--- src/rtl/alu_ops_pkg.sv ---
// ----------------------------------------------------------------------
// Shared types for the ALU-operations engine. Ops are 4-bit codes.
// Codes outside alu_op_t pass the data through unchanged.
// ----------------------------------------------------------------------
package alu_ops_pkg;

    localparam int data_width = 32;
    localparam int id_width   = 8;

    // Operation codes, min and max compare unsigned
    typedef enum logic [3:0] {
        op_add = 4'd0,
        op_sub = 4'd1,
        op_mul = 4'd2,
        op_and = 4'd3,
        op_or  = 4'd4,
        op_xor = 4'd5,
        op_min = 4'd6,
        op_max = 4'd7
    } alu_op_t;

    // Field selector carried by every configuration packet
    typedef enum logic [1:0] {
        field_op      = 2'd0,
        field_operand = 2'd1,
        field_commit  = 2'd2,
        field_clear   = 2'd3
    } cfg_field_t;

    typedef struct packed {
        logic [id_width-1:0]   id;
        logic [data_width-1:0] data;
    } engine_payload_t;

    typedef struct packed {
        logic            valid;
        engine_payload_t payload;
    } engine_packet_t;

    typedef struct packed {
        cfg_field_t            field;
        logic [data_width-1:0] value;
    } config_payload_t;

    typedef struct packed {
        logic            valid;
        config_payload_t payload;
    } config_packet_t;

    typedef struct packed {
        logic full;
        logic empty;
        logic prog_full;
    } fifo_status_t;

    // Status of a FIFO with nothing in it
    localparam fifo_status_t fifo_status_idle = '{full: 1'b0, empty: 1'b1, prog_full: 1'b0};

    typedef struct packed {
        alu_op_t               op;
        logic [data_width-1:0] operand;
    } alu_config_t;

endpackage : alu_ops_pkg

--- src/rtl/alu_ops_generator.sv ---
// ----------------------------------------------------------------------
// One registered ALU stage after the FIFO read, so two packets at most
// are in flight; the output FIFO's prog_full must leave room for them.
// ----------------------------------------------------------------------
`timescale 1ns/1ps

module alu_ops_generator (
    input  logic                         ap_clk,
    input  logic                         areset_csr_engine,
    input  alu_ops_pkg::alu_config_t     alu_config,
    input  logic                         config_valid,
    input  alu_ops_pkg::engine_payload_t engine_in,
    input  logic                         engine_in_valid,
    input  logic                         engine_empty,
    input  logic                         out_prog_full,
    output logic                         engine_rd_en,
    output alu_ops_pkg::engine_packet_t  request_out
);

    import alu_ops_pkg::*;

    logic [data_width-1:0] operand_a;
    logic [data_width-1:0] operand_b;
    logic [data_width-1:0] alu_result;

    // ------------------------------------------------------------------
    // Pop control
    // ------------------------------------------------------------------
    // Hold off until committed and the output has headroom
    assign engine_rd_en = ~engine_empty & config_valid & ~out_prog_full;

    // ------------------------------------------------------------------
    // ALU
    // ------------------------------------------------------------------
    assign operand_a = engine_in.data;
    assign operand_b = alu_config.operand;

    always_comb begin
        case (alu_config.op)
            op_add: begin
                alu_result = operand_a + operand_b;
            end
            op_sub: begin
                alu_result = operand_a - operand_b;
            end
            op_mul: begin
                // Low half of the product only
                alu_result = operand_a * operand_b;
            end
            op_and: begin
                alu_result = operand_a & operand_b;
            end
            op_or: begin
                alu_result = operand_a | operand_b;
            end
            op_xor: begin
                alu_result = operand_a ^ operand_b;
            end
            op_min: begin
                alu_result = (operand_a < operand_b) ? operand_a : operand_b;
            end
            op_max: begin
                alu_result = (operand_a > operand_b) ? operand_a : operand_b;
            end
            default: begin
                alu_result = operand_a;
            end
        endcase
    end

    // Result register, id travels alongside unchanged
    always_ff @(posedge ap_clk) begin
        if (areset_csr_engine) begin
            request_out.valid <= 1'b0;
        end else begin
            request_out.valid <= engine_in_valid;
        end
        request_out.payload.id   <= engine_in.id;
        request_out.payload.data <= alu_result;
    end

endmodule : alu_ops_generator

--- config.mk ---
export PLATFORM = sky130hd
export DESIGN_NAME = alu_ops_generator
export DESIGN_NICKNAME = d
export VERILOG_FILES = /design/src/rtl/alu_ops_pkg.sv /design/src/rtl/alu_ops_generator.sv
export SDC_FILE = /design/constraint.sdc
export NUM_CORES = 1
export LEC_CHECK = 0
export BUFFER_PORTS_ARGS = -buffer_cell sky130_fd_sc_hd__buf_2
export CORE_UTILIZATION = 30
export CTS_CLUSTER_SIZE = 16
export DETAILED_ROUTE_END_ITERATION = 8
export PLACE_DENSITY = 0.53
export SLEW_MARGIN = 20
export SYNTH_ARGS = -nofsm -noshare
export SYNTH_HDL_FRONTEND = slang
export SYNTH_SLANG_ARGS = --single-unit
--- constraint.sdc ---
create_clock -name ap_clk -period 9.13 [get_ports ap_clk]
set_input_delay 0.4565 -clock ap_clk [delete_from_list [all_inputs] [get_ports ap_clk]]
set_output_delay 0.4565 -clock ap_clk [all_outputs]
set_load 0.01 [all_outputs]
==> results.py, run 1 <==
metrics = {
    "run_status": {
        "status": "complete, no violations",
    },
    "worst_setup_path": {
        "cp_max_fo": 15,
        "end_kind": "flip-flop",
        "crit_path_start": "engine_in[10]",
        "worstSetupPathType": "primary input to flip-flop",
        "worstPathRequired_ns": 9.31,
        "arrival_ns": 8.41,
        "critical_path.endpoint": "request_out[24]$_DFF_P_",
        "worstSetupStartpointType": "primary input",
    },
    "flow_run": {
        "cap_violations": 0,
    },
    "detailed_routing": {
        "firstDrtPassIters": 6,
        "drc_errors": 0,
        "antenna_left": 0,
        "routed_wl_mm": 90.4,
        "initialDrtViolationCount": 2079,
        "routedWlPerCell_um": 25.0,
        "via_per_inst": 5.36,
        "vias": 19332,
    },
    "final_layout": {
        "syn_to_final_growth_pct": 8.92,
        "layout.nets": 3379,
        "top_regs": "request_out (41)",
        "regMostFlops": "request_out",
        "layout-drive-gt1-share_pct": 8.77,
        "largest_register_ffs": 41,
        "antenna_cells": 0,
    },
    "logic_synthesis": {
        "yosysUniqueCellTypes": 84,
        "synthTopCellsByArea": "fa_1 38%, ha_1 13%, inv_1 8.2%, nor2_1 6.5%, nand2_1 4.7%",
        "synth_area_um2": 21400,
        "netlist_instances": 2613,
        "synth_seq_area_share_pct": 3.84,
        "ys_top_cells_by_count": "465 x inv_1, 410 x fa_1, 368 x nor2_1, 269 x nand2_1, 219 x ha_1",
        "ys_seq_elements": 41,
        "yosysTopAreaCell": "fa_1",
        "synth_edf_count": 0,
        "synth_top_area_share_pct": 38.4,
        "syn_avg_cell_area_um2": 8.17,
        "post-synth-top-count-cell": "inv_1",
        "mappedNetlistNets": 3324,
        "yosys_warnings": 0,
        "ys_async_sr_fraction_pct": 0,
        "yosys_most_used_dff": "dfxtp_1",
    },
    "clock_tree": {
        "cts_buffers": 5,
        "cts-resized-gates": 0,
        "clockBufferDepth": 2,
        "root_buffer": "clkbuf_16",
        "clkTransAtPathRegs_ns": 0.07,
        "post-cts-setup-buffers": 0,
        "cts_sinks": 41,
        "cts.hold.buffers_added": 0,
        "htreeDepth": 2,
        "cts_tree": "done",
    },
    "global_routing": {
        "grt_pass1_vias": 19576,
        "gr-usage-all-layers_pct": 25.5,
        "gr-total-overflow": 0,
        "grt_pass1_wl_mm": 133,
        "grt_start_max_net_pins": 55,
        "antenna_found_initial": 4,
    },
    "sta": {
        "rsz0062_at_grt": "no",
        "timing.fmax_mhz": 122,
        "worst_pin_slew_ns": 1.08,
        "finalCritPeriodShare_pct": 90.1,
        "finalSetupViolCount": 0,
        "fin_setup_tns_ns": 0,
        "relSlewSlack_pct": 27.6,
        "slew_viol_final": 0,
        "hold_viol_final": 0,
        "fin_crit_ns": 8.23,
    },
    "floorplanning": {
        "rows": 97,
        "die_h_um": 269,
        "initial_core_util_pct": 30.4,
        "io_pins": 124,
        "coreArea_um2": 70300,
        "die_area_um2": 72300,
        "dieWidth_um": 269,
    },
    "place": {
        "routabilityCongestion": 0.973,
        "port_buffers": 123,
        "hpwl_mm": 73.2,
    },
    "min_path": {
        "hold_path_class": "primary input to flip-flop",
    },
}
## stage by stage
step	instances	cell area (µm²)	utilization [%]	hold slack, ns	setup WS (ns)
5_1_grt	3609	23300	33.1	0.220	0.723
6_report	3609	23300	33.1	0.234	0.903
3_3_place_gp	3601	23100	32.9	0.559	0.728
2_1_floorplan	2613	21400	-	0.484	1.86
4_1_cts	3609	23300	33.1	0.225	1.07
3_5_place_dp	3601	23100	32.9	0.560	0.773
## cell families (layout without fill, tap and decap cells)
kind of cell,after synthesis,after routing,share of synthesized area (%)
AOI/OAI and AO/OA,437,437,14.1
xor gates and xnor gates,106,106,4.35
adders and majority gates,629,629,51.3
buffers and inverters,623,679,11.1
DFF,41,41,3.84
muxes,8,8,0.381
and+or+nand+nor,769,769,15.0
## how the worst min path moves through the flow
stage	start	endpoint	slack [ns]	cells past startpoint
finish	engine_in[33]	request_out[33]$_DFF_P_	0.23	1
global route	engine_in[34]	request_out[34]$_DFF_P_	0.22	1
CTS	engine_in[34]	request_out[34]$_DFF_P_	0.23	1
detailed placement	engine_in[39]	request_out[39]$_DFF_P_	0.56	1
global placement	engine_in[35]	request_out[35]$_DFF_P_	0.56	1
floorplan	engine_in[32]	request_out[32]$_DFF_P_	0.48	0
## critical path, cell delays in order
cell and delay, ns:
buf_2 0.48, inv_1 0.51, nor2_1 0.26, fa_1 0.46
fa_1 0.43, fa_1 0.54, inv_1 0.05, fa_1 0.47
inv_1 0.05, fa_1 0.49, inv_1 0.06, fa_1 0.53
inv_1 0.05, fa_1 0.38, fa_1 0.48, ha_1 0.37
a21oi_1 0.20, o21ai_0 0.15, a32o_1 0.27, or3_1 0.32
o22ai_1 0.15, xor2_1 0.53, o221ai_1 0.19, a221oi_1 0.28
a21o_1 0.15, o21ai_0 0.07
## cell type report
class / count / area (µm²)
tap: 940 / 1180
sequential: 41 / 821
fill: 7558 / 47000
timing repair buffer: 191 / 1130
multi-input combinational: 1949 / 18200
inverter: 480 / 1800
clock inverter: 3 / 21.3
clock buffer: 5 / 125
## layout by cell type (no fill, tap or decap), drive strengths merged, types with 7 or more instances in the layout
master   count
a21o        31
o21bai      12
fa         410
nand3       16
clkinv      10
mux2i        7
o21ai       83
xnor2       84
inv        472
nor4        12
buf        191
dfxtp       41
and2         9
nor2       368
a221o        7
nand2b      15
o211ai      23
o221ai      13
nor2b        8
a31oi        8
xor2        22
a21oi      112
or2          7
a211oi      20
ha         219
nor3        33
o41ai        8
o21a        12
o31ai       10
a2111oi      8
nand2      269
or3          8
a221oi      35
## per-layer routing
metal | part of all wire, % | track usage (%) | vias up
met4 | 3.9 | 8.46 | 6
met5 | 0.039 | 0 | -
met2 | 44 | 39.4 | 1041
met1 | 43 | 35.2 | 9720
li1 | - | - | 8372
met3 | 9.4 | 5.53 | 193
Power of run 1 is not shown: default switching activity piles up to over one toggle a cycle in this logic, so the estimate is an artifact.
==> inputs of run 2 (changes only) <==
CORE_ASPECT_RATIO = 0.6   (was unset)
CTS_BUF_LIST = sky130_fd_sc_hd__clkbuf_2   (was unset)
==> results.py, run 2 (synthesis gave the netlist of run 1 again) <==
metrics = {
    "detailed_routing": {
        "antenna_left": 0,
        "via_per_inst": 5.46,
        "vias": 19777,
        "initialDrtViolationCount": 3143,
        "drc_errors": 0,
        "routed_wl_mm": 98.1,
        "routedWlPerCell_um": 27.1,
        "firstDrtPassIters": 6,
    },
    "final_layout": {
        "num-fill-cells": 7514,
        "layout_common_cells": "465 x inv_1, 410 x fa_1, 367 x nor2_1, 269 x nand2_1, 219 x ha_1",
        "largest_register_ffs": 41,
        "antenna_cells": 0,
        "layout-drive-gt1-share_pct": 9.20,
        "syn_to_final_growth_pct": 9.55,
        "top_regs": "request_out (41)",
        "layout_commonest_cell": "inv_1",
        "regMostFlops": "request_out",
        "layout.nets": 3405,
    },
    "run_status": {
        "status": "complete, no violations",
    },
    "global_routing": {
        "grt_pass1_vias": 19488,
        "antenna_found_initial": 3,
        "gr-total-overflow": 0,
        "grt_start_max_net_pins": 55,
        "gr-usage-all-layers_pct": 27.2,
        "grt_pass1_wl_mm": 141,
    },
    "clock_tree": {
        "post-cts-setup-buffers": 0,
        "root_buffer": "clkbuf_2",
        "clkTransAtPathRegs_ns": 0.40,
        "cts_tree": "done",
        "cts_buffers": 5,
        "clockBufferDepth": 2,
        "cts_sinks": 41,
        "htreeDepth": 2,
    },
    "floorplanning": {
        "die_h_um": 209,
        "dieWidth_um": 346,
        "io_pins": 124,
        "rows": 75,
        "coreArea_um2": 70200,
        "initial_core_util_pct": 30.4,
        "die_area_um2": 72300,
    },
    "sta": {
        "fin_setup_tns_ns": 0,
        "finalCritPeriodShare_pct": 86.2,
        "timing.fmax_mhz": 127,
        "hold_viol_final": 0,
        "worst_pin_slew_ns": 1.04,
        "slew_viol_final": 0,
        "fin_crit_ns": 7.87,
        "finalSetupViolCount": 0,
        "relSlewSlack_pct": 30.4,
        "rsz0062_at_grt": "no",
    },
    "worst_setup_path": {
        "arrival_ns": 8.53,
        "worstSetupStartpointType": "primary input",
        "worstPathRequired_ns": 9.79,
        "end_kind": "flip-flop",
        "worstSetupPathType": "primary input to flip-flop",
        "cp_max_fo": 17,
        "crit_path_start": "alu_config[2]",
        "critical_path.endpoint": "request_out[24]$_DFF_P_",
    },
    "flow_run": {
        "cap_violations": 0,
    },
    "place": {
        "hpwl_mm": 79.6,
        "routabilityCongestion": 1.01,
        "port_buffers": 123,
    },
    "min_path": {
        "hold_path_class": "primary input to flip-flop",
    },
}
run 2: cell count changes in the layout (fill, tap and decap cells not counted), moves of 5 or more:
cell,previous run,this run
clkbuf_2,0,6
dlygate4sd3_1,0,11
buf_4,68,82
clkbuf_16,5,0
run 2: layout make-up:
type                       instances  area (µm²)  area share [%]
multi-input combinational       1949       18200            77.7
inverter                         480        1800            7.70
clock inverter                     2        38.8           0.166
clock buffer                       6        30.0           0.128
timing repair buffer             217        1360            5.82
tap                              924        1160            4.94
sequential                        41         821            3.51
run 2: stage by stage:
stage | worst slack, ns | utilization, % | hold slack (ns) | instance area, µm² | cells
finish | 1.26 | 33.3 | 0.0600 | 23400 | 3619
global route | 1.13 | 33.3 | 0.0182 | 23400 | 3619
CTS | 1.62 | 33.3 | 0.00290 | 23400 | 3619
detailed placement | 0.794 | 33.1 | 0.561 | 23200 | 3600
global placement | 0.839 | 33.1 | 0.559 | 23200 | 3600
floorplan | 1.86 | - | 0.484 | 21400 | 2613
run 2: what timing repair did:
action,CTS,global route
gates resized for setup,0,0
endpoints found under the hold margin,10,0
hold buffers,11,0
run 2: worst max-delay path, cell delays in order:
cell	delay, ns
buf_2	0.11
inv_1	0.74
nor2_1	0.17
fa_1	0.57
inv_1	0.05
fa_1	0.49
fa_1	0.47
fa_1	0.56
inv_1	0.05
fa_1	0.50
inv_1	0.06
fa_1	0.53
inv_1	0.05
fa_1	0.38
fa_1	0.54
ha_1	0.40
a21oi_1	0.23
o21ai_0	0.19
a32o_1	0.28
or3_1	0.32
o22ai_1	0.14
xor2_1	0.50
o221ai_1	0.18
a221oi_1	0.32
a21o_1	0.16
o21ai_0	0.07
run 2: worst min path at each step:
| stage | from | endpoint | depth (start not counted) |
|---|---|---|---|
| after floorplan | engine_in[32] | request_out[32]$_DFF_P_ | 0 |
| after global placement | engine_in[34] | request_out[34]$_DFF_P_ | 1 |
| after detailed placement | engine_in[33] | request_out[33]$_DFF_P_ | 1 |
| after CTS | engine_in[31] | request_out[31]$_DFF_P_ | 3 |
| after global routing | engine_in[31] | request_out[31]$_DFF_P_ | 3 |
| final | engine_in[29] | request_out[29]$_DFF_P_ | 2 |
run 2: per-layer routing:
metal | GRT usage (%) | wire length, µm | vias to the layer above
met2 | 32.9 | 33500 | 1383
li1 | - | - | 8435
met3 | 13.2 | 16300 | 160
met1 | 41.6 | 45500 | 9795
met4 | 5.59 | 2720 | 4
met5 | 0 | 27 | -
Power of run 2 is left out for the same reason.
