[src/rtl/alu_ops_pkg.sv]
// ----------------------------------------------------------------------
// Shared types for the ALU-operations engine. Ops are 4-bit codes.
// Codes outside alu_op_t pass the data through unchanged.
// ----------------------------------------------------------------------
package alu_ops_pkg;

    localparam int data_width = 32;
    localparam int id_width   = 8;

    // Operation codes, min and max compare unsigned
    typedef enum logic [3:0] {
        op_add = 4'd0,
        op_sub = 4'd1,
        op_mul = 4'd2,
        op_and = 4'd3,
        op_or  = 4'd4,
        op_xor = 4'd5,
        op_min = 4'd6,
        op_max = 4'd7
    } alu_op_t;

    // Field selector carried by every configuration packet
    typedef enum logic [1:0] {
        field_op      = 2'd0,
        field_operand = 2'd1,
        field_commit  = 2'd2,
        field_clear   = 2'd3
    } cfg_field_t;

    typedef struct packed {
        logic [id_width-1:0]   id;
        logic [data_width-1:0] data;
    } engine_payload_t;

    typedef struct packed {
        logic            valid;
        engine_payload_t payload;
    } engine_packet_t;

    typedef struct packed {
        cfg_field_t            field;
        logic [data_width-1:0] value;
    } config_payload_t;

    typedef struct packed {
        logic            valid;
        config_payload_t payload;
    } config_packet_t;

    typedef struct packed {
        logic full;
        logic empty;
        logic prog_full;
    } fifo_status_t;

    // Status of a FIFO with nothing in it
    localparam fifo_status_t fifo_status_idle = '{full: 1'b0, empty: 1'b1, prog_full: 1'b0};

    typedef struct packed {
        alu_op_t               op;
        logic [data_width-1:0] operand;
    } alu_config_t;

endpackage : alu_ops_pkg

[src/rtl/sync_fifo.sv]
// ----------------------------------------------------------------------
// Writes while full are dropped; the caller must watch status.full.
// Read data and valid come one cycle after an accepted rd_en.
// ----------------------------------------------------------------------
`timescale 1ns/1ps

module sync_fifo #(
    parameter type payload_t   = logic [7:0],
    parameter int  fifo_depth  = 32,
    parameter int  prog_thresh = 16
) (
    input  logic                      ap_clk,
    input  logic                      areset_csr_engine,
    input  logic                      wr_en,
    input  logic                      rd_en,
    input  payload_t                  din,
    output payload_t                  dout,
    output logic                      valid,
    output alu_ops_pkg::fifo_status_t status
);

    localparam int addr_width  = (fifo_depth > 1) ? $clog2(fifo_depth) : 1;
    localparam int count_width = $clog2(fifo_depth + 1);

    payload_t mem [fifo_depth];

    logic [addr_width-1:0]  wr_ptr;
    logic [addr_width-1:0]  rd_ptr;
    logic [count_width-1:0] count;
    logic                   do_wr;
    logic                   do_rd;

    // Status straight from the occupancy counter
    assign status.full      = (count == count_width'(fifo_depth));
    assign status.empty     = (count == '0);
    assign status.prog_full = (count >= count_width'(prog_thresh));

    assign do_wr = wr_en & ~status.full;
    assign do_rd = rd_en & ~status.empty;

    // Storage
    always_ff @(posedge ap_clk) begin
        if (do_wr) begin
            mem[wr_ptr] <= din;
        end
    end

    // Pointers and occupancy
    always_ff @(posedge ap_clk) begin
        if (areset_csr_engine) begin
            wr_ptr <= '0;
            rd_ptr <= '0;
            count  <= '0;
        end else begin
            if (do_wr) begin
                wr_ptr <= (wr_ptr == addr_width'(fifo_depth - 1)) ? '0 : wr_ptr + 1'b1;
            end
            if (do_rd) begin
                rd_ptr <= (rd_ptr == addr_width'(fifo_depth - 1)) ? '0 : rd_ptr + 1'b1;
            end
            if (do_wr && !do_rd) begin
                count <= count + 1'b1;
            end else if (do_rd && !do_wr) begin
                count <= count - 1'b1;
            end
        end
    end

    // Registered read port, valid pulses once per pop
    always_ff @(posedge ap_clk) begin
        if (areset_csr_engine) begin
            valid <= 1'b0;
        end else begin
            valid <= do_rd;
        end
        if (do_rd) begin
            dout <= mem[rd_ptr];
        end
    end

endmodule : sync_fifo

[config.mk]
export PLATFORM = sky130hd
export DESIGN_NAME = sync_fifo
export DESIGN_NICKNAME = d
export VERILOG_FILES = /design/src/rtl/alu_ops_pkg.sv /design/src/rtl/sync_fifo.sv
export SDC_FILE = /design/constraint.sdc
export NUM_CORES = 1
export LEC_CHECK = 0
export BUFFER_PORTS_ARGS = -buffer_cell sky130_fd_sc_hd__buf_4
export CORE_MARGIN = 5
export CORE_UTILIZATION = 40
export CTS_CLUSTER_SIZE = 30
export DETAILED_ROUTE_END_ITERATION = 10
export PLACE_DENSITY_LB_ADDON = 0.2
export SLEW_MARGIN = 20
export SYNTH_ARGS = -nofsm -noshare
export SYNTH_HDL_FRONTEND = slang
export SYNTH_SLANG_ARGS = --single-unit
export TNS_END_PERCENT = 10
[constraint.sdc]
create_clock -name ap_clk -period 2.86 [get_ports ap_clk]
set_input_delay 0.286 -clock ap_clk [delete_from_list [all_inputs] [get_ports ap_clk]]
set_output_delay 0.286 -clock ap_clk [all_outputs]
set_load 0.03 [all_outputs]
==> results of run 1 <==
[worst max-delay path by stage]
| stage | start | to | cells after the start |
|---|---|---|---|
| 3_5_place_dp | count[3]$_SDFFE_PP0P_ | count[5]$_SDFFE_PP0P_ | 9 |
| 5_1_grt | count[2]$_SDFFE_PP0P_ | count[5]$_SDFFE_PP0P_ | 9 |
| 4_1_cts | count[3]$_SDFFE_PP0P_ | count[5]$_SDFFE_PP0P_ | 10 |
| 6_report | count[2]$_SDFFE_PP0P_ | count[5]$_SDFFE_PP0P_ | 9 |
| 3_3_place_gp | count[3]$_SDFFE_PP0P_ | count[5]$_SDFFE_PP0P_ | 9 |
| 2_1_floorplan | count[3]$_SDFFE_PP0P_ | count[5]$_SDFFE_PP0P_ | 10 |
[registers in the layout, summed over array words and instances (netlist names)]
signal and cells:
mem 256, dout 8, count 6, rd_ptr 5, wr_ptr 5, valid 1
[per-layer routing]
| metal | global-route usage | part of all wire | vias up |
|---|---|---|---|
| li1 | - | - | 2537 |
| met1 | 0.215 | 0.43 | 2976 |
| met2 | 0.259 | 0.50 | 150 |
| met3 | 0.0241 | 0.052 | 32 |
| met4 | 0.0351 | 0.019 | 0 |
| met5 | 0 | 0 | - |
[layout by cell type (no fill, tap or decap), types with 4 or more instances in the layout]
cell / netlist / layout
mux4_1: 7 / 7
nand2_2: 4 / 4
a21oi_1: 25 / 24
mux2i_1: 35 / 35
ha_1: 12 / 8
a2111oi_2: 5 / 5
nand3b_1: 6 / 6
nand2_1: 10 / 10
dfxtp_2: 0 / 4
a22o_1: 8 / 8
clkinv_2: 0 / 9
edfxtp_1: 264 / 264
o22ai_1: 7 / 7
o221ai_1: 8 / 8
clkbuf_16: 0 / 29
buf_4: 4 / 46
a22oi_1: 8 / 8
mux4_2: 41 / 41
bufinv_16: 0 / 4
nand3_1: 4 / 4
nor2b_1: 5 / 5
dfxtp_1: 17 / 12
inv_1: 8 / 7
nor2_1: 45 / 44
clkinv_1: 0 / 8
[metrics by stage]
stage / power, uW / utilization
after global placement: 6740 / 0.428
after floorplan: 6250 / -
after global routing: 10900 / 0.464
after CTS: 10500 / 0.462
after detailed placement: 6810 / 0.428
final: 10500 / 0.464
[final cells by class]
| cell class | count | area [um2] |
|---|---|---|
| clock buffer | 29 | 726 |
| clock inverter | 23 | 210 |
| fill | 2347 | 14900 |
| inverter | 9 | 38.8 |
| multi-input combinational | 277 | 2820 |
| sequential | 281 | 8280 |
| tap | 378 | 473 |
| timing repair buffer | 46 | 345 |
[cell usage after synthesis, types with 4 or more instances]
master	count	area (um2)
nor2b_1	5	31.3
inv_1	8	30.0
nand2_2	4	25.0
mux4_1	7	184
mux2i_1	35	350
nand3b_1	6	45.0
clkbuf_1	11	41.3
nand3_1	4	20.0
buf_2	10	50.1
a2111oi_2	5	75.1
o22ai_1	7	43.8
o221ai_1	8	70.1
a22oi_1	8	60.1
a22o_1	8	70.1
buf_4	4	30.0
dfxtp_1	17	340
nand2_1	10	37.5
a21oi_1	25	125
mux4_2	41	923
edfxtp_1	264	7930
nor2_1	45	169
ha_1	12	150
[logic make-up (layout without fill, tap and decap cells)]
family	count (synthesis)	after routing	synth area share
compound gates	84	84	0.0558
xor+xnor	2	2	0.00155
fa+ha+maj	13	13	0.0151
buf+inv	43	107	0.0222
flops	281	281	0.733
mux	84	84	0.130
simple gates	94	94	0.0417
[power by group]
part | internal (uW) | switching, uW | total, uW
Sequential | 4660 | 172 | 4840
Combinational | 908 | 1050 | 1960
Clock | 2190 | 1490 | 3680
[what timing repair did]
| item | in CTS | in global routing |
|---|---|---|
| endpoints found under the setup margin | 1 | 1 |
| gates resized for setup | 1 | 12 |
| pin swaps | 0 | 4 |
| buffers inserted | 0 | 2 |
==> out/metrics.csv, run 1 <==
metric;value;unit
avgSynthCellArea;18.8;um2
vias;5695;
hp-start;areset_csr_engine;
crit_type;flop to flop;
fin_hold_ws;0.0642;ns
clk_latency;0.53;ns
skew;0.00549;ns
grt_antenna_before_repair;0;
synthFlopType;edfxtp_1;
numClockSinks;281;
ys_types;54;
dp_cells;989;
crit_slowest_cell;or4_4;
nets;668;
fp.dieH;178;um
synthArstFlopShare;0;
peakVddDrop;0.000441;V
drc;0;
crit_arrival;3.26;ns
setup_viol;0;
slowest_delay;0.59;ns
max_freq;0.352;GHz
htreeDepth;1;
layout_setup_ws;0.0195;ns
clkTransAtPathRegs;0.06;ns
diodes;0;
max_cap_viol_count;0;
ys_seq_area_frac;0.733;
fin_area;0.0129;mm2
r2r-end;count[5]$_SDFFE_PP0P_;
finalNonFillerCells;1043;
slew_viol_final;0;
ys_warn_count;0;
cts_max_path_buffers;3;
synth_cells;601;
overflow;0;
grt_pass1_vias;5996;
worst_pin_slew;1.10;ns
via_per_inst;5.46;
grt_use_total;0.155;
rows;61;
areaGrowthSynthToFinish;14.3;%
drive_gt1_frac;0.241;
numCtsBuffers;28;
io_buffers;23;
syn-num-nets;626;
place_hpwl;15000;um
cts_tree;done;
wirelength;24000;um
cts_hold_buf;0;
timing.final.crit_share;0.993;
clockRootBuffer;clkbuf_16;
grt_max_degree;33;
post_drt_wl_per_cell;23.0;um
initial_utilization;0.406;
p_leak;0.00404;uW
pin_count;24;
synth-seq-cells;281;
drt_first_pass_iters;5;
fin_crit;2.84;ns
ant_nets;0;
place.gp.congestion;0.738;
dpl_cell_area;0.0119;mm2
rsz0062_at_grt;yes;
die_area;0.0316;mm2
place_ws;0.000957;ns
setup-tns-final;0;ns
holdPathStages;2;
drtIter0Drc;469;
synth.cell_area;0.0113;mm2
end_kind;flop;
reg2reg_depth;9;
grt_pass1_wl;36900;um
core;0.0278;mm2
crit_family;simple AND/OR/NAND/NOR gates;
crit_path_start_kind;flop;
path_cells;or4_4 -> o31ai_4 -> ha_4 -> inv_6 -> ha_4 -> or4_4 -> a21oi_2 -> nand4b_1 -> mux2_4;
hp-class;primary input to flop;
die_w;178;um
hold_viol_final;0;
hold_end;count[3]$_SDFFE_PP0P_;
status;finished clean;
crit_required;3.28;ns
ff2ff_setup_slack;0.02;ns
crit_buf_inv;1;
r2r_start;count[2]$_SDFFE_PP0P_;
cp_max_fo;4;
synth_edf_count;264;
p_per_area;813;mW/mm2
slew_headroom;0.266;
No activity file was read; power rests on OpenSTA's default activity.
==> run 2: changes to the inputs <==
==> constraint.sdc (replaced) <==
create_clock -name ap_clk -period 2.65 [get_ports ap_clk]
set_input_delay 0.265 -clock ap_clk [delete_from_list [all_inputs] [get_ports ap_clk]]
set_output_delay 0.265 -clock ap_clk [all_outputs]
set_load 0.03 [all_outputs]
==> run 2 against run 1 <==
  * The run now ends with setup timing left
  * Sequential share of layout area decreased by 1.2 points
  * Critical path depth unchanged
  * Highest routed layer unchanged
  * Global-route usage rose by 0.10 points
  * Clock power up 16%
==> out/metrics.csv, run 2 (synthesized netlist as in run 1, its figures left out) <==
metric;value;unit
initial_utilization;0.406;
timing.final.crit_share;1.04;
clkPwrFrac;0.364;
max_freq;0.364;GHz
rows;61;
worst_pin_slew;0.929;ns
cts_max_path_buffers;3;
final_common_cell;edfxtp_1;
via_per_inst;5.39;
drt_first_pass_iters;4;
max_cap_viol_count;0;
diodes;0;
hp-class;primary input to flop;
crit_type;flop to flop;
clkTransAtPathRegs;0.06;ns
place.gp.congestion;0.789;
hold_viol_final;0;
numCtsBuffers;29;
nets;686;
p_sw_frac;0.259;
power.total;11700;uW
p_seq_frac;0.440;
place_ws;-0.183;ns
cts_tree;done;
htreeDepth;1;
post_drt_wl_per_cell;22.9;um
regMostFlops;mem;
drive_gt1_frac;0.264;
p_int;8710;uW
grt_use_total;0.156;
slowest_delay;0.57;ns
areaGrowthSynthToFinish;16.5;%
clk_latency;0.54;ns
fillers;2366;
reg2reg_depth;9;
switchingPower;3040;uW
fin_area;0.0131;mm2
end_kind;flop;
dpl_cell_area;0.0121;mm2
overflow;0;
crit_required;3.08;ns
ant_nets;0;
drc;0;
dp_cells;1007;
peakVddDrop;0.000474;V
status;finished with violations;
slew_headroom;0.380;
reg_top3;mem: 256 flops, dout: 8 flops, count: 6 flops;
p_per_area;894;mW/mm2
grt_pass1_wl;37000;um
r2r_start;count[2]$_SDFFE_PP0P_;
pin_count;24;
layout_setup_ws;-0.0970;ns
setup_viol;1;
wirelength;24300;um
path_cells;or4_4 -> o31ai_4 -> ha_4 -> inv_4 -> ha_4 -> or4_4 -> a21oi_2 -> nand4b_1 -> mux2_4;
grt_max_degree;37;
finalNonFillerCells;1061;
rsz0062_at_grt;yes;
io_buffers;23;
ff2ff_setup_slack;-0.1;ns
vias;5716;
numClockSinks;281;
crit_path_start_kind;flop;
hp-start;areset_csr_engine;
layout_common_cells;edfxtp_1 (264), buf_4 (60), nor2_1 (45);
cp_max_fo;3;
grt_antenna_before_repair;0;
core;0.0278;mm2
slew_viol_final;0;
die_w;178;um
comb_power_share;0.196;
p_leak;0.00415;uW
grt_pass1_vias;6116;
crit_arrival;3.18;ns
hold_end;count[0]$_SDFFE_PP0P_;
cts_hold_buf;0;
holdPathStages;2;
die_area;0.0316;mm2
place_hpwl;15000;um
violations;setup timing;
fin_crit;2.75;ns
clockRootBuffer;clkbuf_16;
crit_slowest_cell;or4_4;
fp.dieH;178;um
drtIter0Drc;462;
skew;0.0188;ns
r2r-end;count[5]$_SDFFE_PP0P_;
largest_register_ffs;256;
[run 2: worst max path at each step]
stage                           from  cells past startpoint  slack, ns                     to
2_1_floorplan  count[3]$_SDFFE_PP0P_                     10      -0.13  count[5]$_SDFFE_PP0P_
3_3_place_gp   count[3]$_SDFFE_PP0P_                      9      -0.11  count[5]$_SDFFE_PP0P_
3_5_place_dp   count[3]$_SDFFE_PP0P_                      9      -0.18  count[5]$_SDFFE_PP0P_
4_1_cts        count[2]$_SDFFE_PP0P_                     11      -0.11  count[5]$_SDFFE_PP0P_
5_1_grt        count[2]$_SDFFE_PP0P_                     11      -0.16  count[5]$_SDFFE_PP0P_
6_report       count[2]$_SDFFE_PP0P_                      9       -0.1  count[5]$_SDFFE_PP0P_
[run 2: repair_timing]
item / CTS / global route
setup buffers: 1 / 0
gates resized for setup: 4 / 1
setup endpoints to repair: 3 / 3
pin swaps: 2 / 1
[run 2: stage by stage]
step / utilization / hold WS (ns) / TNS [ns]
4_1_cts: 0.473 / 0.0295 / -0.122
3_5_place_dp: 0.435 / 0.529 / -0.231
3_3_place_gp: 0.435 / 0.509 / -0.110
6_report: 0.473 / 0.0500 / -0.0970
5_1_grt: 0.473 / 0.0404 / -0.314
2_1_floorplan: - / 0.364 / -0.132
[run 2: final cells by class]
type	count	area (um2)	share of cell area
Clock buffer	30	729	0.0555
Clock inverter	23	282	0.0214
Multi-Input combinational cell	277	2830	0.216
Tap cell	378	473	0.0360
Sequential cell	281	8270	0.630
Inverter	9	36.3	0.00276
Timing Repair Buffer	63	510	0.0389
[run 2: layer usage]
metal	wire length, um	track usage	up-vias
li1	-	-	2573
met1	10400	0.208	2967
met2	12100	0.263	139
met3	1290	0.0315	37
met4	493	0.0403	0
met5	0	0	-
[run 2: power groups by stage]
stage                     combinational [uW]  clock (uW)  sequential [uW]
after CTS                               2320        4350             5170
after global routing                    2480        4530             5190
final                                   2310        4280             5160
after floorplan                         1500           0             5290
after global placement                  2210           0             5250
after detailed placement                2280           0             5260
[run 2: worst max-delay path: cells and delay by family, from the launching register on]
kind                       cells  cell delay [ns]
buffers and inverters          1             0.05
muxes                          1             0.30
DFF                            1             0.32
and+or+nand+nor                3             1.19
adders and majority gates      2             0.35
AOI/OAI and AO/OA              2             0.43
