[config.mk]
export PLATFORM = sky130hd
export DESIGN_NAME = alu_ops_configure
export DESIGN_NICKNAME = d
export VERILOG_FILES = /design/src/rtl/alu_ops_pkg.sv /design/src/rtl/alu_ops_configure.sv
export SDC_FILE = /design/constraint.sdc
export NUM_CORES = 1
export LEC_CHECK = 0
export BUFFER_PORTS_ARGS = -buffer_cell sky130_fd_sc_hd__buf_4
export CAP_MARGIN = 10
export CORE_UTILIZATION = 41
export DETAILED_ROUTE_END_ITERATION = 12
export PLACE_DENSITY_LB_ADDON = 0.1
export SLEW_MARGIN = 20
export SYNTH_ARGS = -nofsm -noshare
export SYNTH_HDL_FRONTEND = slang
export SYNTH_SLANG_ARGS = --single-unit
[constraint.sdc]
create_clock -name ap_clk -period 0.8 [get_ports ap_clk]
set_input_delay 0.08 -clock ap_clk [delete_from_list [all_inputs] [get_ports ap_clk]]
set_output_delay 0.08 -clock ap_clk [all_outputs]
set_load 0.02 [all_outputs]
[src/rtl/alu_ops_pkg.sv]
// ----------------------------------------------------------------------
// Shared types for the ALU-operations engine. Ops are 4-bit codes.
// Codes outside alu_op_t pass the data through unchanged.
// ----------------------------------------------------------------------
package alu_ops_pkg;

    localparam int data_width = 32;
    localparam int id_width   = 8;

    // Operation codes, min and max compare unsigned
    typedef enum logic [3:0] {
        op_add = 4'd0,
        op_sub = 4'd1,
        op_mul = 4'd2,
        op_and = 4'd3,
        op_or  = 4'd4,
        op_xor = 4'd5,
        op_min = 4'd6,
        op_max = 4'd7
    } alu_op_t;

    // Field selector carried by every configuration packet
    typedef enum logic [1:0] {
        field_op      = 2'd0,
        field_operand = 2'd1,
        field_commit  = 2'd2,
        field_clear   = 2'd3
    } cfg_field_t;

    typedef struct packed {
        logic [id_width-1:0]   id;
        logic [data_width-1:0] data;
    } engine_payload_t;

    typedef struct packed {
        logic            valid;
        engine_payload_t payload;
    } engine_packet_t;

    typedef struct packed {
        cfg_field_t            field;
        logic [data_width-1:0] value;
    } config_payload_t;

    typedef struct packed {
        logic            valid;
        config_payload_t payload;
    } config_packet_t;

    typedef struct packed {
        logic full;
        logic empty;
        logic prog_full;
    } fifo_status_t;

    // Status of a FIFO with nothing in it
    localparam fifo_status_t fifo_status_idle = '{full: 1'b0, empty: 1'b1, prog_full: 1'b0};

    typedef struct packed {
        alu_op_t               op;
        logic [data_width-1:0] operand;
    } alu_config_t;

endpackage : alu_ops_pkg

[src/rtl/alu_ops_configure.sv]
// ----------------------------------------------------------------------
// Drains the configuration FIFO and holds the committed settings.
// Change settings only while no engine packets are in flight.
// ----------------------------------------------------------------------
`timescale 1ns/1ps

module alu_ops_configure (
    input  logic                         ap_clk,
    input  logic                         areset_csr_engine,
    input  alu_ops_pkg::config_payload_t config_in,
    input  logic                         config_in_valid,
    input  logic                         config_empty,
    output logic                         config_rd_en,
    output alu_ops_pkg::alu_config_t     alu_config,
    output logic                         config_valid
);

    import alu_ops_pkg::*;

    // Nothing stalls configuration traffic
    assign config_rd_en = ~config_empty;

    // ------------------------------------------------------------------
    // Field decode
    // ------------------------------------------------------------------
    always_ff @(posedge ap_clk) begin
        if (areset_csr_engine) begin
            alu_config.op      <= op_add;
            alu_config.operand <= '0;
            config_valid       <= 1'b0;
        end else if (config_in_valid) begin
            case (config_in.field)
                field_op: begin
                    // Unnamed codes are kept and later pass data through
                    alu_config.op <= alu_op_t'(config_in.value[3:0]);
                end
                field_operand: begin
                    alu_config.operand <= config_in.value;
                end
                field_commit: begin
                    config_valid <= 1'b1;
                end
                field_clear: begin
                    config_valid <= 1'b0;
                end
            endcase
        end
    end

endmodule : alu_ops_configure

==> flow_summary.yaml, run 1 <==
outcome:
  outcome: "complete, but fails checks"
  violations: "setup timing"
logic_synthesis:
  synth-main-ff-cell: "dfxtp_1"
  yosysWarnings: 0
  synth_nets: 196
  synth.distinct_cells: 12
  yosysMostFrequentCell: "nand2b_1"
  synth_area_um2: 1658
  synth_largest_area_cell: "dfxtp_1"
  synth_edf_count: 0
  ys_top_cells_by_count: "nand2b_1 (68), dfxtp_1 (37), mux2i_1 (36), clkbuf_1 (6), buf_8 (3)"
  syn_avg_cell_area_um2: 10.49
  async_flop_share_pct: 0
  synth_top_area_share_pct: 44.68
  synth-seq-cells: 37
  ys_top_cells_by_area: "dfxtp_1 (45%), nand2b_1 (26%), mux2i_1 (22%)"
  syn_inst: 158
  seq_area_frac_synth_pct: 44.68
sta:
  max_freq_mhz: 1207
  finalCriticalPeriod_ns: 0.8283
  slew_viol_final: 0
  skew_ns: 0
  worst_pin_slew_ns: 0.4403
  finalSetupViolCount: 34
  relSlewSlack_pct: 70.65
  hold-worst-slack_ns: 0.007734
  min_period_over_period_pct: 103.5
  grt_setup_unrepaired: "yes"
  setup_ws_ns: -0.02831
  hold_viol: 0
min_path:
  worstHoldPathType: "in -> reg"
floorplan:
  core_um2: 3771
  start_util_pct: 43.96
  die_area_um2: 4302
  row_count: 22
  die_w_um: 65.59
  die_h_um: 65.59
  boundaryPins: 76
setup_path:
  cpPeakStageDelay_ns: 0.35
  crit_path_end_kind: "output pin"
  cp.arrival_ns: 0.75
  crit_chain: "buf_6"
  slowest_stage: "dfxtp_2"
  start_kind: "flip-flop"
  critPathMaxFanout: 2
  crit_family: "flip-flops"
  cp_data_required_time_ns: 0.72
  critPathKind: "reg -> out"
  critPathBufInv: 1
layout:
  drive_gt1_share_pct: 55.60
  nets: 287
  area_delta_synth_final_pct: 59.32
  stdcell_area_um2: 2641
  seqCellArea_um2: 787.0
  antenna-diode-count: 0
  final_util_pct: 70.04
  nFillCells: 304
  multi_input_area_um2: 818.3
detailed_routing:
  vias_per_cell: 4.674
  dr.pass1.iters: 4
  vias: 1393
  wirelength_um: 3944
  drcViolationCount: 0
  first_iter_violations: 56
  wl_per_cell_um: 13.23
  antenna_left: 0
clock_network:
  clk_latency_ns: 0.27
  htreeDepth: 2
  cts_tree: "done"
  root_buffer: "clkbuf_8"
  cts_buffer_depth: 2
  clkSlewWorstSetupHoldPaths_ns: 0.07
  cts.sinks: 37
  cts_made_buffers: 5
grt:
  grt_pass1_wl_um: 6044
  grt_max_degree: 70
  grt-ovfl-total: 0
  antenna_found_initial: 0
  first_global_vias: 1385
  grtUsageTotal_pct: 18.77
placed_design:
  place_area_um2: 2233
  gp_congestion: 0.6557
  io_buffers: 75
  hpwl_um: 2496
  dp_slack_ns: -0.2187
power_and_ir_drop:
  power_density_nw_per_um2: 1473
  power_leakage_nw: 1.157
  total_power_mw: 3.890
  irDropWorstVdd_mv: 1.112
flow_run:
  drv_cap: 0
-- metal layers --
layer	track usage [%]	vias to the layer above	share of wire (%)
met2	36.47	50	55
met1	18.80	654	38
met4	4.891	0	0.74
met3	6.076	4	6.2
met5	0	-	0
li1	-	685	-
-- repair_timing --
| action | in CTS | in global routing |
|---|---|---|
| buffers inserted | 11 | 7 |
| resized for setup | 74 | 2 |
| setup endpoints to repair | 37 | 38 |
| hold endpoints to repair | 0 | 0 |
| hold buffers | 0 | 0 |
-- where the power goes --
group	switching, mW	leakage (nW)	total [mW]	internal, mW
Combinational	0.276	0.800	0.694	0.418
Sequential	0.0504	0.318	1.97	1.92
Clock	0.604	0.0395	1.22	0.619
-- worst paths after layout --
check	start	endpoint	slack [ns]	cells past startpoint
setup / recovery	alu_config[15]	alu_config[15]	-0.03	1
hold / removal	config_in[32]	config_valid	0.008	2
hold reg to reg	alu_config[18]	alu_config[18]	0.48	2
setup reg to reg	alu_config[22]	alu_config[22]	0	4
-- final cells by class --
type,count,share of cell area (%)
Multi-Input combinational cell,108,30.98
Inverter,1,0.1421
Tap cell,48,2.274
Clock buffer,8,3.032
Timing Repair Buffer,96,33.78
Sequential cell,37,29.80
-- placed cells by master (no fill, tap or decap) --
cell	instances
buf_6	39
or3b_1	1
mux2i_1	36
clkbuf_1	3
nand2b_1	68
buf_4	55
a311oi_1	1
clkbuf_8	5
dfxtp_2	37
inv_1	1
buf_12	2
and3b_2	1
a21oi_1	1
-- sequential cells by signal, indices dropped and copies added, names as in the netlist --
register,cells
alu_config,36
config_valid,1
-- stage by stage --
step	cells	TNS [ns]
floorplan	158	-0.03094
global placement	272	-4.266
detailed placement	272	-5.611
CTS	291	-0.4788
global route	298	-1.464
finish	298	-0.3198
-- cells by family after synthesis --
group                  synth area share [%]
DFF                                   44.68
and+or+nand+nor                       26.79
buffers and inverters                 5.961
AOI/OAI and AO/OA                    0.8300
muxes                                 21.74
Note: power is estimated with default switching activity, not from simulation.
==> run 2: changes to the inputs <==
--- a/constraint.sdc
+++ b/constraint.sdc
@@ -3,2 +3,2 @@
 set_output_delay 0.08 -clock ap_clk [all_outputs]
-set_load 0.02 [all_outputs]
+set_load 0.1 [all_outputs]
==> flow_summary.yaml, run 2 (synthesis gave the netlist of run 1 again) <==
floorplan:
  die_h_um: 65.59
  start_util_pct: 43.96
  die_w_um: 65.59
  core_um2: 3771
  die_area_um2: 4302
  boundaryPins: 76
  row_count: 22
layout:
  antenna-diode-count: 0
  drive_gt1_share_pct: 52.12
  area_delta_synth_final_pct: 78.42
  seqCellArea_um2: 879.6
  layout_common_cells: "nand2b_1 (68), buf_4 (39), buf_12 (39), dfxtp_4 (37), mux2i_1 (36)"
  nets: 273
  regMostFlops: "alu_config"
  multi_input_area_um2: 818.3
  reg_top3: "alu_config: 36 flops, config_valid: 1 flops"
  final_common_cell: "nand2b_1"
  stdcell_area_um2: 2958
  largest_reg_flops: 36
  nFillCells: 264
sta:
  min_period_over_period_pct: 113.0
  setup_ws_ns: -0.1041
  skew_ns: 0
  grt_setup_unrepaired: "yes"
  relSlewSlack_pct: 69.38
  finalCriticalPeriod_ns: 0.9041
  hold_viol: 0
  max_freq_mhz: 1106
  slew_viol_final: 0
  finalSetupViolCount: 38
  worst_pin_slew_ns: 0.4593
setup_path:
  crit_family: "flip-flops"
  cp.arrival_ns: 0.82
  start_kind: "flip-flop"
  critPathKind: "reg -> out"
  slowest_stage: "dfxtp_4"
  cp_data_required_time_ns: 0.72
  crit_chain: "buf_12"
  critPathMaxFanout: 2
  crit_path_end_kind: "output pin"
  cpPeakStageDelay_ns: 0.37
  critPathBufInv: 1
power_and_ir_drop:
  total_power_mw: 4.346
  power_density_nw_per_um2: 1469
  irDropWorstVdd_mv: 1.289
  power_leakage_nw: 1.170
grt:
  grtUsageTotal_pct: 18.93
  grt-ovfl-total: 0
  first_global_vias: 1327
  grt_max_degree: 70
  antenna_found_initial: 0
  grt_pass1_wl_um: 5947
detailed_routing:
  first_iter_violations: 64
  wl_met2_um: 2009
  wl_met3_um: 250
  wl_per_cell_um: 13.34
  wl_met1_um: 1462
  highest_layer: "met4"
  wirelength_um: 3789
  vias_per_cell: 4.606
  antenna_left: 0
  vias: 1308
  drcViolationCount: 0
  dr.pass1.iters: 3
clock_network:
  cts_tree: "done"
  root_buffer: "clkbuf_8"
  clkSlewWorstSetupHoldPaths_ns: 0.07
  htreeDepth: 2
  cts_buffer_depth: 2
  clk_latency_ns: 0.29
  cts.sinks: 37
  cts_made_buffers: 5
outcome:
  outcome: "complete, but fails checks"
  violations: "setup timing"
placed_design:
  io_buffers: 75
  dp_slack_ns: -0.1841
  gp_congestion: 0.6539
  hpwl_um: 2430
  place_area_um2: 2365
flow_run:
  drv_cap: 0
min_path:
  worstHoldPathType: "in -> reg"
## run 2: cell types whose count changed in the layout (fill, tap and decap cells not counted)
cell and change:
buf_12 +37, buf_6 -37, buf_4 -16, dfxtp_2 -37
dlygate4sd3_1 +2, dfxtp_4 +37
## run 2: what timing repair did
action / CTS / global route
endpoints found under the setup margin: 37 / 37
setup buffers: 1 / 2
endpoints found under the hold margin: 1 / 0
resized for setup: 111 / 2
hold buffers: 2 / 0
## run 2: per-layer routing
layer  vias to the layer above  track usage (%)
met5                         -                0
met4                         0            8.152
met3                         7            7.292
met2                        44            33.76
met1                       596            19.49
li1                        661                -
## run 2: cell type report
type	count	area share, %
multi-input combinational	108	27.66
inverter	1	0.1269
sequential	37	29.74
timing repair buffer	82	37.73
tap	48	2.030
clock buffer	8	2.707
## run 2: through the flow
stage / TNS [ns] / hold WS [ns] / utilization [%] / cells
4_1_cts: -3.913 / -0.0009431 / 77.84 / 282
6_report: -3.616 / 0.006678 / 78.43 / 284
2_1_floorplan: -0.07535 / 0.1782 / - / 158
5_1_grt: -4.599 / 0.002119 / 78.43 / 284
3_3_place_gp: -4.763 / 0.2840 / 62.71 / 271
3_5_place_dp: -5.515 / 0.2901 / 62.71 / 271
## run 2: final timing paths
check                  startpoint              to  slack [ns]  depth (start not counted)
setup / recovery   alu_config[27]  alu_config[27]       -0.10                          1
hold / removal    config_in_valid    config_valid       0.007                          2
setup reg to reg   alu_config[22]  alu_config[22]        0.01                          4
hold reg to reg     alu_config[1]   alu_config[1]        0.51                          2
## run 2: power by group
group          internal (mW)  leakage, nW  switching, mW  total, mW
clock                  0.618       0.0395          0.620       1.24
combinational          0.519        0.801          0.682       1.20
sequential              1.83        0.329         0.0727       1.91
total                   2.97         1.17           1.37       4.35
==> run 3: changes to the inputs <==
Settings changed: SKIP_CTS_REPAIR_TIMING set to 1.
==> flow_summary.yaml, run 3 (synthesis gave the netlist of run 1 again) <==
layout:
  largest_reg_flops: 36
  stdcell_area_um2: 2918
  nets: 269
  reg_top3: "alu_config: 36 flops, config_valid: 1 flops"
  final_util_pct: 77.37
  antenna-diode-count: 0
  layout_common_cells: "nand2b_1 (68), buf_12 (39), buf_4 (38), dfxtp_4 (37), mux2i_1 (36)"
  regMostFlops: "alu_config"
  multi_input_area_um2: 818.3
  area_delta_synth_final_pct: 76.00
  layoutNonFillerInstCount: 280
  seqCellArea_um2: 879.6
  final_common_cell: "nand2b_1"
  nFillCells: 269
  drive_gt1_share_pct: 51.72
grt:
  grt-ovfl-total: 0
  grt_pass1_wl_um: 5388
  antenna_found_initial: 0
  grtUsageTotal_pct: 16.92
  grt_max_degree: 70
  first_global_vias: 1287
floorplan:
  boundaryPins: 76
  core_um2: 3771
  row_count: 22
  die_w_um: 65.59
  die_area_um2: 4302
  start_util_pct: 43.96
  die_h_um: 65.59
placed_design:
  io_buffers: 75
  gp_congestion: 0.6539
  dp_cells: 271
  place_area_um2: 2365
  hpwl_um: 2430
  dp_slack_ns: -0.1841
power_and_ir_drop:
  total_power_mw: 4.332
  irDropWorstVdd_mv: 1.289
  power_density_nw_per_um2: 1485
  power_leakage_nw: 1.148
detailed_routing:
  dr.pass1.iters: 3
  first_iter_violations: 44
  vias: 1305
  wl_per_cell_um: 13.24
  drcViolationCount: 0
  antenna_left: 0
  vias_per_cell: 4.661
  wirelength_um: 3707
clock_network:
  htreeDepth: 2
  cts_tree: "done"
  cts.sinks: 37
  cts_made_buffers: 5
  cts_buffer_depth: 2
  clk_latency_ns: 0.29
  clkSlewWorstSetupHoldPaths_ns: 0.07
  root_buffer: "clkbuf_8"
flow_run:
  drv_cap: 0
setup_path:
  slowest_stage: "dfxtp_4"
  cp_data_required_time_ns: 0.72
  critPathKind: "reg -> out"
  crit_path_end_kind: "output pin"
  critPathBufInv: 1
  cp.arrival_ns: 0.83
  start_kind: "flip-flop"
  crit_chain: "buf_12"
  crit_family: "flip-flops"
  cpPeakStageDelay_ns: 0.36
  critPathMaxFanout: 2
sta:
  skew_ns: 0
  worst_pin_slew_ns: 0.4697
  grt_setup_unrepaired: "yes"
  slew_viol_final: 0
  finalCriticalPeriod_ns: 0.9052
  setup_tns_ns: -3.676
  max_freq_mhz: 1105
  min_period_over_period_pct: 113.1
  relSlewSlack_pct: 68.69
  hold_viol: 0
  setup_ws_ns: -0.1052
  hold-worst-slack_ns: 0.001666
  finalSetupViolCount: 37
min_path:
  worstHoldPathType: "in -> reg"
outcome:
  violations: "setup timing"
  outcome: "complete, but fails checks"
## run 3: cell types whose count changed in the layout (fill, tap and decap cells not counted)
cell,change
buf_4,-1
buf_6,-2
dlygate4sd3_1,-1
## run 3: path summary, 6_finish.rpt
check	startpoint	to	slack (ns)	cells past startpoint
worst max-delay path	alu_config[27]	alu_config[27]	-0.11	1
worst min register to register	alu_config[20]	alu_config[20]	0.51	2
worst max register to register	config_valid	config_valid	0.12	2
worst min-delay path	config_in[33]	config_valid	0.002	2
## run 3: layout make-up
| class | instances | share of cell area (%) |
|---|---|---|
| Timing Repair Buffer | 78 | 36.88 |
| Clock buffer | 8 | 2.744 |
| Multi-Input combinational cell | 108 | 28.04 |
| Inverter | 1 | 0.1286 |
| Sequential cell | 37 | 30.15 |
| Tap cell | 48 | 2.058 |
## run 3: power by group
part           switching [mW]  internal [mW]
Combinational           0.678          0.508
Clock                   0.622          0.618
Sequential             0.0722           1.83
## run 3: per-layer routing
metal	part of all wire (%)	track usage, %	vias to the layer above
met5	0	0	-
met4	1.8	9.783	0
met3	7.2	5.382	9
met2	54	30.28	44
met1	37	17.04	600
li1	-	-	652
## run 3: worst reg2reg max path: stages (launching register included)
cell and delay [ns]:
dfxtp_4 0.36, a21oi_1 0.04, a311oi_1 0.19
